--- src/sdram_video_pkg.sv ---
`default_nettype none

package sdram_video_pkg;

   // --------------------
   // sdram command set
   // --------------------
   // code is {cs_n, ras_n, cas_n, we_n}
   typedef enum logic [3:0] {
      cmd_inhibit         = 4'b1111,
      cmd_nop             = 4'b0111,
      cmd_active          = 4'b0011,
      cmd_read            = 4'b0101,
      cmd_write           = 4'b0100,
      cmd_burst_terminate = 4'b0110,
      cmd_precharge       = 4'b0010,
      cmd_auto_refresh    = 4'b0001,
      cmd_load_mode       = 4'b0000
   } sdram_cmd_e;

   // one clock worth of sdram pins
   typedef struct packed {
      sdram_cmd_e  cmd;
      logic [10:0] a;        // row / column + a10
      logic [1:0]  ba;
      logic [15:0] dq_out;
      logic        dq_oe;    // drive dq this cycle
      logic [1:0]  dqm;      // {dqmh, dqml}
   } sdram_bus_t;

   // host side, one 32-bit word per access
   typedef struct packed {
      logic [18:0] addr;     // word address
      logic [31:0] wdata;
      logic [3:0]  be_n;     // byte mask, 0 = write byte
      logic        rd;
      logic        wr;
   } host_req_t;

   typedef struct packed {
      logic [31:0] rdata;
      logic        busy;
      logic        ack;
   } host_rsp_t;

   // --------------------
   // load-mode word
   // --------------------
   // single write, std op, cl 2, sequential, burst 4
   localparam logic [10:0] mode_word = {1'b0, 1'b1, 2'b00, 3'd2, 1'b0, 3'b010};

   // raster, in pixels and lines (640x600)
   localparam int h_total  = 800;
   localparam int h_active = 640;
   localparam int h_front  = 16;
   localparam int h_sync   = 64;
   localparam int v_total  = 618;
   localparam int v_active = 600;
   localparam int v_front  = 1;
   localparam int v_sync   = 3;

   // slot layout, 100 slots of 16 clocks per line
   localparam int slot_phases  = 16;
   localparam int refresh_slot = 83;
   localparam int phase_last   = 7;    // capture / refresh / countdown phase

endpackage

`default_nettype wire

--- src/sdram_cmd_seq.sv ---
`default_nettype none

module sdram_cmd_seq (
   input  wire         clkram,
   input  wire         new_scr,
   input  wire  [3:0]  phase,
   input  wire         refresh_now,
   input  wire         init_done,
   input  wire sdram_video_pkg::sdram_bus_t init_bus,
   input  wire sdram_video_pkg::host_req_t  req_q,
   input  wire  [15:0] sdram_dq_in,
   output sdram_video_pkg::sdram_bus_t bus,
   output logic        lo_valid,
   output logic        hi_valid,
   output logic [15:0] rd_word
);

   // host slot layout
   localparam logic [3:0] ph_act_lo = 4'd8;    // active bank 0
   localparam logic [3:0] ph_rw_lo  = 4'd10;   // low half rd/wr
   localparam logic [3:0] ph_act_hi = 4'd11;   // active bank 1
   localparam logic [3:0] ph_get_lo = 4'd12;
   localparam logic [3:0] ph_rw_hi  = 4'd13;   // high half rd/wr
   localparam logic [3:0] ph_get_hi = 4'd15;

   sdram_video_pkg::sdram_bus_t bus_d;    // next pins
   logic                        access;   // host access in this slot
   logic [10:0]                 row;
   logic [7:0]                  col;

   // --------------------
   // command builders
   // --------------------
   function automatic sdram_video_pkg::sdram_bus_t idle_bus();
      sdram_video_pkg::sdram_bus_t b;
      b.cmd    = sdram_video_pkg::cmd_nop;
      b.a      = '0;
      b.ba     = 2'b00;
      b.dq_out = '0;
      b.dq_oe  = 1'b0;
      b.dqm    = 2'b11;
      return b;
   endfunction

   function automatic sdram_video_pkg::sdram_bus_t activate(
      input logic [1:0] ba, input logic [10:0] r);
      sdram_video_pkg::sdram_bus_t b;
      b     = idle_bus();
      b.cmd = sdram_video_pkg::cmd_active;
      b.ba  = ba;
      b.a   = r;
      return b;
   endfunction

   // one 16-bit half, always with auto-precharge
   function automatic sdram_video_pkg::sdram_bus_t rw_half(
      input logic [1:0] ba, input logic [7:0] c, input logic wr,
      input logic [15:0] data, input logic [1:0] be_n);
      sdram_video_pkg::sdram_bus_t b;
      b    = idle_bus();
      b.ba = ba;
      b.a  = {3'b100, c};                    // a10 high
      if (wr) begin
         b.cmd    = sdram_video_pkg::cmd_write;
         b.dq_out = data;
         b.dq_oe  = 1'b1;
         b.dqm    = be_n;                    // masked bytes kept
      end else begin
         b.cmd = sdram_video_pkg::cmd_read;
         b.dqm = 2'b00;
      end
      return b;
   endfunction

   assign row    = req_q.addr[18:8];
   assign col    = req_q.addr[7:0];
   assign access = init_done && !refresh_now && (req_q.rd || req_q.wr);

   // --------------------
   // per-phase select
   // --------------------
   always_comb begin
      bus_d = idle_bus();
      if (!init_done) begin
         bus_d = init_bus;                   // power-up owns the bus
      end else if (refresh_now) begin
         if (phase == 4'(sdram_video_pkg::phase_last))
            bus_d.cmd = sdram_video_pkg::cmd_auto_refresh;
      end else if (access) begin
         case (phase)
            ph_act_lo: bus_d = activate(2'b00, row);
            ph_rw_lo:  bus_d = rw_half(2'b00, col, req_q.wr, req_q.wdata[15:0],
                                       req_q.be_n[1:0]);
            ph_act_hi: bus_d = activate(2'b01, row);
            ph_rw_hi:  bus_d = rw_half(2'b01, col, req_q.wr, req_q.wdata[31:16],
                                       req_q.be_n[3:2]);
            default:   bus_d = idle_bus();
         endcase
      end
   end

   always_ff @(posedge clkram or posedge new_scr) begin
      if (new_scr) bus <= idle_bus();
      else bus <= bus_d;
   end

   // --------------------
   // read data, cl 2
   // --------------------
   always_ff @(posedge clkram or posedge new_scr) begin
      if (new_scr) begin
         lo_valid <= 1'b0;
         hi_valid <= 1'b0;
      end else begin
         lo_valid <= access && req_q.rd && phase == ph_get_lo;
         hi_valid <= access && phase == ph_get_hi;  // end of rd or wr
      end
   end

   always_ff @(posedge clkram) begin
      if (access && (phase == ph_get_lo || phase == ph_get_hi)) rd_word <= sdram_dq_in;
   end

   // dq driven only for a host write
   assert property (@(posedge clkram) disable iff (new_scr)
      bus.dq_oe |-> (bus.cmd == sdram_video_pkg::cmd_write) && $past(req_q.wr));

endmodule

`default_nettype wire

--- config.mk ---
export PLATFORM = sky130hd
export DESIGN_NAME = sdram_cmd_seq
export DESIGN_NICKNAME = d
export VERILOG_FILES = /design/src/sdram_video_pkg.sv /design/src/sdram_cmd_seq.sv
export SDC_FILE = /design/constraint.sdc
export NUM_CORES = 1
export LEC_CHECK = 0
export BUFFER_PORTS_ARGS = -buffer_cell sky130_fd_sc_hd__buf_2
export CELL_PAD_IN_SITES_DETAIL_PLACEMENT = 1
export CELL_PAD_IN_SITES_GLOBAL_PLACEMENT = 1
export CORE_MARGIN = 2
export CORE_UTILIZATION = 33
export DETAILED_ROUTE_END_ITERATION = 8
export MAX_ROUTING_LAYER = met4
export PLACE_DENSITY_LB_ADDON = 0.1
export SYNTH_ARGS = -nofsm -noshare
export SYNTH_HDL_FRONTEND = slang
export SYNTH_SLANG_ARGS = --single-unit
--- constraint.sdc ---
create_clock -name clkram -period 2.5 [get_ports clkram]
set_clock_uncertainty 0.15 [all_clocks]
set_input_delay 0.375 -clock clkram [delete_from_list [all_inputs] [get_ports clkram]]
set_output_delay 0.375 -clock clkram [all_outputs]
set_load 0.01 [all_outputs]
# == Word level (Yosys, flattened, before mapping) ==
# Index checks and enable logic that the tools add are counted.
# op_classes
n_reduce_logical,9
eq_ne,7
mux,11
# ops
operator,n
$pmux 36 s4,1
$mux 36,2
$mux 17,2
$mux 32,1
$eq 4x4->1 const B,6
$logic_and 1x1->1,6
$eq 4x3->1 const B,1
$mux 2,2
$mux 4,1
$mux 3,1
$logic_or 1x1->1,2
$logic_not 1->1,1
$mux 1,1
# totals
word_cells,36
output_inout_bits,54
reg_bits,54
input_bits,117

# == Logic depth before layout (Yosys ltp) ==
# Gate-level depths: netlist of the first run.
# depth
ltp_word,6
mapped_depth,6
ltp_nobuf,4

# == Worst setup path before layout of the first run ==
# OpenSTA, ideal clock, no wires.
# synth_path
path_type,in2reg
start,in init_done
end,"reg rd_word[0], enable pin"
arrival_ns,1.401
path_buffers,1
slack_ns,0.575
required_ns,1.976
setup_ns,0.374
stages,5
path_cell_list,buf_4 nand2b_1 nor2_4 and3_2 and2_1
# synth_between
elab_chain_cells,3
# synth_rtl
element,line,text
from (decl),sdram_cmd_seq.sv:8,"input wire init_done,"
$logic_and 1x1->1 (2 in series),sdram_cmd_seq.sv:77,assign access = init_done && !refresh_now && (req_q.rd || req_q.wr);
$logic_and 1x1->1,sdram_cmd_seq.sv:121,if (access && (phase == ph_get_lo || phase == ph_get_hi)) rd_word <= sdram_dq_in;
to (signal assigned),sdram_cmd_seq.sv:121,
to (decl),sdram_cmd_seq.sv:15,output logic [15:0] rd_word
# No other way between the ends.
# A chain may end at the register's enable or synchronous reset.

# == Worst setup path after layout of the first run ==
# layout_path
start,in init_done
end,"reg rd_word[7], enable pin"
# The elaborated chain is that of the path after synthesis.

==> results.sh, run 1 <==
export IMPL_status="completed"
export IMPL_cp_cell_sequence="buf_2 > nand2b_1 > nor2_4 > and3_2 > and2_1 > buf_4"
export IMPL_grt_pass1_vias=2236
export IMPL_power_share_switching_pct=26.3
export IMPL_cellLeakagePower_nw=1.63
export IMPL_placed_cells=425
export IMPL_drt_first_pass_iters=4
export IMPL_ys_warn_count=0
export IMPL_antennaDiodeCount=0
export IMPL_worstSetupPathType="in -> reg"
export IMPL_fmax_mhz=601
export IMPL_antenna_found_initial=0
export IMPL_synth_cells=165
export IMPL_vias=2048
export IMPL_finalSetupTns_ns=0
export IMPL_synth_edf_count=16
export IMPL_cp_max_fo=16
export IMPL_grt_max_degree=39
export IMPL_grt_usage_pct=19.0
export IMPL_cap_violations=0
export IMPL_setup_violations=0
export IMPL_post_cts_resized=0
export IMPL_initial_core_util_pct=34.1
export IMPL_intPower_w=0.00130
export IMPL_power_density_mw_per_mm2=514
export IMPL_worst_slew_pin_slew_ns=0.501
export IMPL_cp_slowest_cell="buf_4"
export IMPL_drtIter0Drc=53
export IMPL_final_cells=433
export IMPL_wl_mm=7.45
export IMPL_cts_num_sinks=54
export IMPL_cts_setup_buffers=0
export IMPL_yosysSeqAreaShare_pct=58.5
export IMPL_die_area_mm2=0.00816
export IMPL_pwr_share_seq_pct=54.5
export IMPL_p_clk_share_pct=29.3
export IMPL_ys_async_sr_fraction_pct=70.4
export IMPL_power_frac_comb_pct=16.2
export IMPL_synth_cell_types=39
export IMPL_worst_endpoint_arrival_ns=1.52
export IMPL_drive_gt1_share_pct=64.4
export IMPL_synth_area_leader_cell="dfrtp_1"
export IMPL_cp_end_kind="flop"
export IMPL_rsz0062_at_grt="false"
export IMPL_synth_cell_area_mm2=0.00246
export IMPL_hold_violations=0
export IMPL_drc=0
export IMPL_cts_tree="yes"
export IMPL_wire_per_inst_um=17.2
export IMPL_worst_slew_margin_rel_pct=66.6
export IMPL_yosys_register_bits=54
export IMPL_synth_ff_type="dfrtp_1"
export IMPL_worstPathRequired_ns=2.36
export IMPL_drv_slew=0
export IMPL_synth_top_area_share_pct=33.6
export IMPL_vdd_drop_max_v=0.000259
export IMPL_syn2layout_area_growth_pct=39.5
export IMPL_dpl_hpwl_mm=5.87
export IMPL_nets=450
export IMPL_htreeDepth=2
export IMPL_hold_buffers=0
export IMPL_grt_pass1_wl_mm=11.8
export IMPL_port_buffers=170
export IMPL_synth_most_common_cell="dfrtp_1"
export IMPL_switching_power_w=0.000463
export IMPL_grt_overflow=0
export IMPL_avgSynthCellArea_um2=14.9
export IMPL_die_w_um=90.3
export IMPL_synth_nets=282
export IMPL_ant_nets=0
export IMPL_gp_congestion=0.736
export IMPL_viasPerCell=4.73
export IMPL_rows=31
export IMPL_die_h_um=90.3
export IMPL_fillers=829
export IMPL_cts_buffers_inserted=5
export IMPL_ios=171
export IMPL_cp_start_kind="input pin"
export IMPL_cpPeakStageDelay_ns=0.23
export IMPL_clock_path_buffers=2
export IMPL_cts_root_buf="clkbuf_8"
export IMPL_core_area_mm2=0.00721
export IMPL_clk_pin_slew_ns=0.11
export IMPL_yosys_top_cells_area="dfrtp_1, edfxtp_1, o2bb2ai_2"
export IMPL_hold_ws_ns=0.0155
export IMPL_period_share_pct=66.6
export IMPL_hold_path_class="in -> async"
export IMPL_synthTopCellsByCount="dfrtp_1, a22oi_1, edfxtp_1, o2bb2ai_1"
export IMPL_finalCriticalPeriod_ns=1.66
==> power by group through the flow <==
stage	clock (W)	sequential, W	combinational (W)
floorplan	0	0.00100	0.000113
global route	0.000574	0.000966	0.000313
global placement	0	0.000978	0.000286
finish	0.000517	0.000961	0.000286
CTS	0.000535	0.000962	0.000293
detailed placement	0	0.000980	0.000292
==> cell families (layout without fill, tap and decap cells) <==
group | Yosys count | count (layout) | share of synthesized area (%)
compound gates | 65 | 65 | 25.2
xor+xnor | 3 | 3 | 1.07
buf+inv | 16 | 185 | 5.60
flops | 54 | 54 | 58.5
simple gates | 27 | 27 | 9.67
==> final cells by class <==
class | count | area [µm²] | share of cell area, %
Sequential cell | 54 | 1440 | 41.9
Multi-Input combinational cell | 95 | 883 | 25.7
Timing Repair Buffer | 173 | 873 | 25.5
Tap cell | 99 | 124 | 3.61
Clock buffer | 5 | 68.8 | 2.01
Clock inverter | 3 | 28.8 | 0.839
Inverter | 4 | 15.0 | 0.438
==> worst max-delay path: cells and delay by family <==
family	cells	cell delay, ns
buffers and inverters	2	0.45
AND/OR/NAND/NOR	4	0.69
==> worst paths after layout <==
kind	slack [ns]	start	endpoint
max	0.84	init_done	rd_word[7]$_DFFE_PP_
min	0.02	new_scr	bus[22]$_DFF_PP0_
max in group asynchronous	1.80	new_scr	bus[33]$_DFF_PP1_
min in group clkram	0.08	sdram_dq_in[6]	rd_word[6]$_DFFE_PP_
==> through the flow <==
stage	util (%)	power [W]	instance area [µm²]	worst slack (ns)
after floorplan	-	0.00112	2460	0.575
after global placement	46.2	0.00126	3330	0.535
after detailed placement	46.2	0.00127	3330	0.475
after CTS	47.6	0.00179	3430	0.787
after global routing	47.6	0.00185	3430	0.676
final	47.6	0.00176	3430	0.835
==> per-layer routing <==
layer	GRT usage [%]	vias up	routed length, µm
met5	-	-	0
met4	5.77	0	143
met3	4.34	10	439
met2	34.5	88	4020
met1	20.7	976	2850
li1	-	974	-
==> cells in the final DEF, fill, tap and decap left out, types with 2 or more instances in the layout <==
master     netlist  final
o21ai_0          3      3
a22oi_1         16     16
a22o_1           2      2
buf_4            2      3
dfstp_2          5      5
o2bb2ai_2       10     10
edfxtp_1        16     16
clkbuf_8         0      5
nor2b_1          4      4
nand2_1          2      2
nor2_8           2      2
a22oi_2         10     10
a21boi_0         2      2
inv_1            4      3
nand4b_1         2      2
buf_2            0    170
xnor2_1          2      2
nor2_1           4      4
o2bb2ai_1       15     15
dfrtp_1         33     33
a21oi_1          4      4
==> registers in the layout (all words and copies together) (netlist names) <==
signal / cells
lo_valid: 1
bus: 36
hi_valid: 1
rd_word: 16
Power figures use the tool's default switching activity.
==> inputs of run 2 (changes only) <==
CORE_UTILIZATION = 28   (was 33)
clock period = 1.5 ns   (was 2.5 ns; I/O delays follow)
==> run 2 against run 1 <==
  * Sequential share of layout area fell by 7.5 points
  * Sequential cell count did not move
  * Cell count rose by 18%
  * Critical endpoint is now bus[32]
==> results.sh, run 2 (synthesis gave the netlist of run 1 again) <==
export IMPL_status="completed"
export IMPL_ant_nets=0
export IMPL_mostFrequentLayoutCells="buf_2, dlygate4sd3_1, dfrtp_1, buf_4"
export IMPL_reg_top3="bus (36), rd_word (16)"
export IMPL_placed_cells=453
export IMPL_core_area_mm2=0.00864
export IMPL_port_buffers=170
export IMPL_grt_pass1_wl_mm=13.5
export IMPL_cts_root_buf="clkbuf_8"
export IMPL_power_density_mw_per_mm2=803
export IMPL_wl_mm=8.34
export IMPL_cp_max_fo=1
export IMPL_dr_max_layer_used="met4"
export IMPL_grt_usage_pct=18.6
export IMPL_worstSetupPathType="reg -> out"
export IMPL_wirelength_met1_mm=3.49
export IMPL_worstPathRequired_ns=1.12
export IMPL_cts_num_sinks=54
export IMPL_grt_max_degree=23
export IMPL_cp_start_kind="flop"
export IMPL_drv_slew=0
export IMPL_die_w_um=97.7
export IMPL_route_met2_wl_mm=4.24
export IMPL_initial_core_util_pct=28.5
export IMPL_hold_violations=0
export IMPL_finalCriticalPeriod_ns=1.34
export IMPL_rows=34
export IMPL_final_common_cell="buf_2"
export IMPL_drtIter0Drc=71
export IMPL_final_cells=512
export IMPL_worst_path_buf_inv=1
export IMPL_viasPerCell=4.59
export IMPL_die_area_mm2=0.00955
export IMPL_gp_congestion=0.823
export IMPL_htreeDepth=2
export IMPL_fmax_mhz=747
export IMPL_worst_slew_margin_rel_pct=67.5
export IMPL_grt_pass1_vias=2640
export IMPL_drc=0
export IMPL_cts_buffers_inserted=5
export IMPL_cp_slowest_cell="dfstp_2"
export IMPL_cap_violations=0
export IMPL_final_area_mm2=0.00418
export IMPL_largest_register_ffs=36
export IMPL_cellLeakagePower_nw=1.97
export IMPL_cpPeakStageDelay_ns=0.52
export IMPL_placedInstanceArea_mm2=0.00355
export IMPL_cp_end_kind="primary output"
export IMPL_dpl_hpwl_mm=6.29
export IMPL_drive_gt1_share_pct=58.3
export IMPL_worst_slew_pin_slew_ns=0.484
export IMPL_hold_path_class="in -> reg"
export IMPL_vias=2349
export IMPL_wire_per_inst_um=16.3
export IMPL_nets=519
export IMPL_rsz0062_at_grt="false"
export IMPL_cp_cell_sequence="buf_2"
export IMPL_antenna_found_initial=1
export IMPL_grt_overflow=0
export IMPL_total_power_w=0.00336
export IMPL_crit_family="flip-flops"
export IMPL_clk_pin_slew_ns=0.10
export IMPL_cts_tree="yes"
export IMPL_worst_endpoint_arrival_ns=0.96
export IMPL_syn2layout_area_growth_pct=70.1
export IMPL_drt_first_pass_iters=4
export IMPL_final_util_pct=48.4
export IMPL_hold_ws_ns=0.00967
export IMPL_vdd_drop_max_v=0.000382
export IMPL_die_h_um=97.7
export IMPL_setup_violations=0
export IMPL_ios=171
export IMPL_regMostFlops="bus"
export IMPL_clock_path_buffers=2
export IMPL_period_share_pct=89.3
export IMPL_wl_met3_um=448
## run 2: changes by cell type in the layout (fill, tap and decap cells not counted), sizes merged
cell / previous run / this run
dlygate4sd3: 0 / 50
buf: 173 / 192
bufinv: 0 / 2
inv: 5 / 3
diode: 0 / 1
## run 2: metal layers
| metal | track usage, % | vias to the layer above |
|---|---|---|
| li1 | - | 1112 |
| met1 | 23.2 | 1116 |
| met2 | 31.2 | 109 |
| met3 | 3.31 | 12 |
| met4 | 5.34 | 0 |
| met5 | - | - |
## run 2: worst paths after layout
kind                                    from           endpoint  cells past startpoint
max in group asynchronous            new_scr  bus[34]$_DFF_PP1_                      4
setup / recovery           bus[32]$_DFF_PP1_            bus[32]                      1
min in group asynchronous            new_scr  bus[24]$_DFF_PP0_                      3
hold / removal                  init_bus[20]  bus[20]$_DFF_PP0_                      2
## run 2: stage by stage
stage	TNS [ns]	setup WS, ns
finish	0	0.161
global route	0	0.128
global placement	-0.196	-0.0127
detailed placement	-0.543	-0.0345
floorplan	0	0.0569
CTS	0	0.143
## run 2: final cells by class
cell class                 count  area [µm²]
fill                         962        4450
timing repair buffer         242        1570
sequential                    54        1440
multi-input combinational     95         893
tap                          108         135
clock buffer                   5        68.8
clock inverter                 3        63.8
inverter                       4        15.0
antenna                        1        2.50
## run 2: repair_timing
item / CTS / global route
endpoints found under the hold margin: 57 / 0
hold buffers: 50 / 0
resized for setup: 0 / 0
setup buffers: 0 / 0
## run 2: where the power goes
| group | switching, W | internal [W] |
|---|---|---|
| sequential | 0.0000168 | 0.00159 |
| combinational | 0.000281 | 0.000356 |
| clock | 0.000458 | 0.000660 |
| total | 0.000756 | 0.00260 |
==> inputs of run 3 (changes only) <==
CTS_CLUSTER_SIZE = 8   (was not set)
RECOVER_POWER = 50   (was not set)
==> run 3 against run 2 <==
  * Non-clock buffer count is the same
  * Fmax shrank 2.0%
  * Sequential cell count is the same
  * Power shrank 0.74%
  * Combinational power shrank 3.3%
  * Clock-buffer cell count is the same
  * Cell area shrank 1.9%
  * Via count shrank 0.26%
  * Core utilization shrank 0.94 points
  * Highest routed layer unchanged
==> results.sh, run 3 (synthesis gave the netlist of run 1 again) <==
export IMPL_wire_per_inst_um=16.3
export IMPL_intPower_w=0.00259
export IMPL_grt_max_degree=23
export IMPL_vias=2343
export IMPL_regMostFlops="bus"
export IMPL_cp_max_fo=18
export IMPL_largest_register_ffs=36
export IMPL_reg_top3="bus (36), rd_word (16)"
export IMPL_nets=519
export IMPL_wl_mm=8.36
export IMPL_hold_ws_ns=0.0113
export IMPL_setup_violations=0
export IMPL_initial_core_util_pct=28.5
export IMPL_vdd_drop_max_v=0.000382
export IMPL_grt_pass1_vias=2640
export IMPL_rsz0062_at_grt="false"
export IMPL_ant_nets=0
export IMPL_power_density_mw_per_mm2=813
export IMPL_finalCriticalPeriod_ns=1.37
export IMPL_worst_slew_pin_slew_ns=0.483
export IMPL_status="completed"
export IMPL_worstPathRequired_ns=1.58
export IMPL_antenna_found_initial=1
export IMPL_ios=171
export IMPL_drt_first_pass_iters=4
export IMPL_power_share_switching_pct=22.3
export IMPL_grt_pass1_wl_mm=13.5
export IMPL_die_h_um=97.7
export IMPL_pwr_share_seq_pct=48.1
export IMPL_cp_end_kind="flop"
export IMPL_total_power_w=0.00333
export IMPL_cp_start_kind="input pin"
export IMPL_cellLeakagePower_nw=1.94
export IMPL_power_frac_comb_pct=18.5
export IMPL_clock_path_buffers=2
export IMPL_cts_buffers_inserted=5
export IMPL_final_common_cell="buf_2"
export IMPL_cap_violations=0
export IMPL_mostFrequentLayoutCells="buf_2, dlygate4sd3_1, dfrtp_1, o2bb2ai_1, a22oi_1"
export IMPL_cts_tree="yes"
export IMPL_dr_max_layer_used="met4"
export IMPL_grt_usage_pct=18.6
export IMPL_cts_root_buf="clkbuf_8"
export IMPL_p_clk_share_pct=33.4
export IMPL_worst_endpoint_arrival_ns=1.44
export IMPL_placed_cells=453
export IMPL_hold_path_class="in -> reg"
export IMPL_port_buffers=170
export IMPL_viasPerCell=4.58
export IMPL_die_w_um=97.7
export IMPL_hold_violations=0
export IMPL_cts_num_sinks=54
export IMPL_drc=0
export IMPL_drive_gt1_share_pct=54.3
export IMPL_grt_overflow=0
export IMPL_drtIter0Drc=59
export IMPL_final_cells=512
export IMPL_core_area_mm2=0.00864
export IMPL_dpl_hpwl_mm=6.29
export IMPL_route_met2_wl_mm=4.24
export IMPL_syn2layout_area_growth_pct=66.8
export IMPL_rows=34
export IMPL_die_area_mm2=0.00955
export IMPL_worst_slew_margin_rel_pct=67.6
export IMPL_worstSetupPathType="in -> reg"
export IMPL_clk_pin_slew_ns=0.10
export IMPL_gp_congestion=0.823
export IMPL_wirelength_met1_mm=3.51
export IMPL_switching_power_w=0.000744
export IMPL_period_share_pct=91.1
export IMPL_fmax_mhz=732
export IMPL_drv_slew=0
export IMPL_cts_setup_buffers=0
export IMPL_htreeDepth=2
export IMPL_wl_met3_um=431
-- run 3: layout make-up --
class                   instances  area (µm²)
fillers                       970        4530
repair buffers                242        1550
clock buffers                   5        68.8
multi-input cells              95         831
well taps                     108         135
inverters                       4        15.0
diodes                          1        2.50
flip-flops and latches         54        1440
clock inverters                 3        63.8
-- run 3: repair_timing --
item	CTS	global route
hold buffers	50	0
resized for setup	0	0
hold endpoints to repair	57	0
-- run 3: worst paths after layout --
| path | endpoint | depth (start not counted) | start | slack (ns) |
|---|---|---|---|---|
| worst max-delay path | bus[0]$_DFF_PP1_ | 6 | phase[2] | 0.13 |
| worst min-delay path | bus[30]$_DFF_PP0_ | 2 | init_bus[30] | 0.01 |
| max in group asynchronous | bus[34]$_DFF_PP1_ | 4 | new_scr | 0.21 |
| min in group asynchronous | bus[24]$_DFF_PP0_ | 3 | new_scr | 0.27 |
-- run 3: power by group through the flow --
stage / registers, W / clock network [W] / logic [W]
2_1_floorplan: 0.00167 / 0 / 0.000192
3_3_place_gp: 0.00163 / 0 / 0.000534
3_5_place_dp: 0.00163 / 0 / 0.000540
4_1_cts: 0.00161 / 0.00118 / 0.000644
5_1_grt: 0.00161 / 0.00123 / 0.000678
6_report: 0.00160 / 0.00111 / 0.000617
-- run 3: critical path, stage by stage --
cell	delay, ns
buf_2	0.16
nand4bb_1	0.43
nor2_8	0.20
buf_12	0.17
a22oi_1	0.08
a21oi_1	0.17
-- run 3: per-stage QoR --
step / area [µm²] / util (%) / setup TNS, ns / setup slack [ns]
2_1_floorplan: 2470 / - / 0 / 0.0569
3_3_place_gp: 3550 / 41.1 / -0.196 / -0.0127
3_5_place_dp: 3550 / 41.1 / -0.543 / -0.0345
4_1_cts: 4180 / 48.4 / 0 / 0.143
5_1_grt: 4100 / 47.5 / 0 / 0.0721
6_report: 4100 / 47.5 / 0 / 0.133
-- run 3: routing by layer --
metal	GRT usage [%]	vias to the layer above
met1	23.2	1118
met3	3.31	12
li1	-	1108
met4	5.34	0
met5	-	-
met2	31.2	105
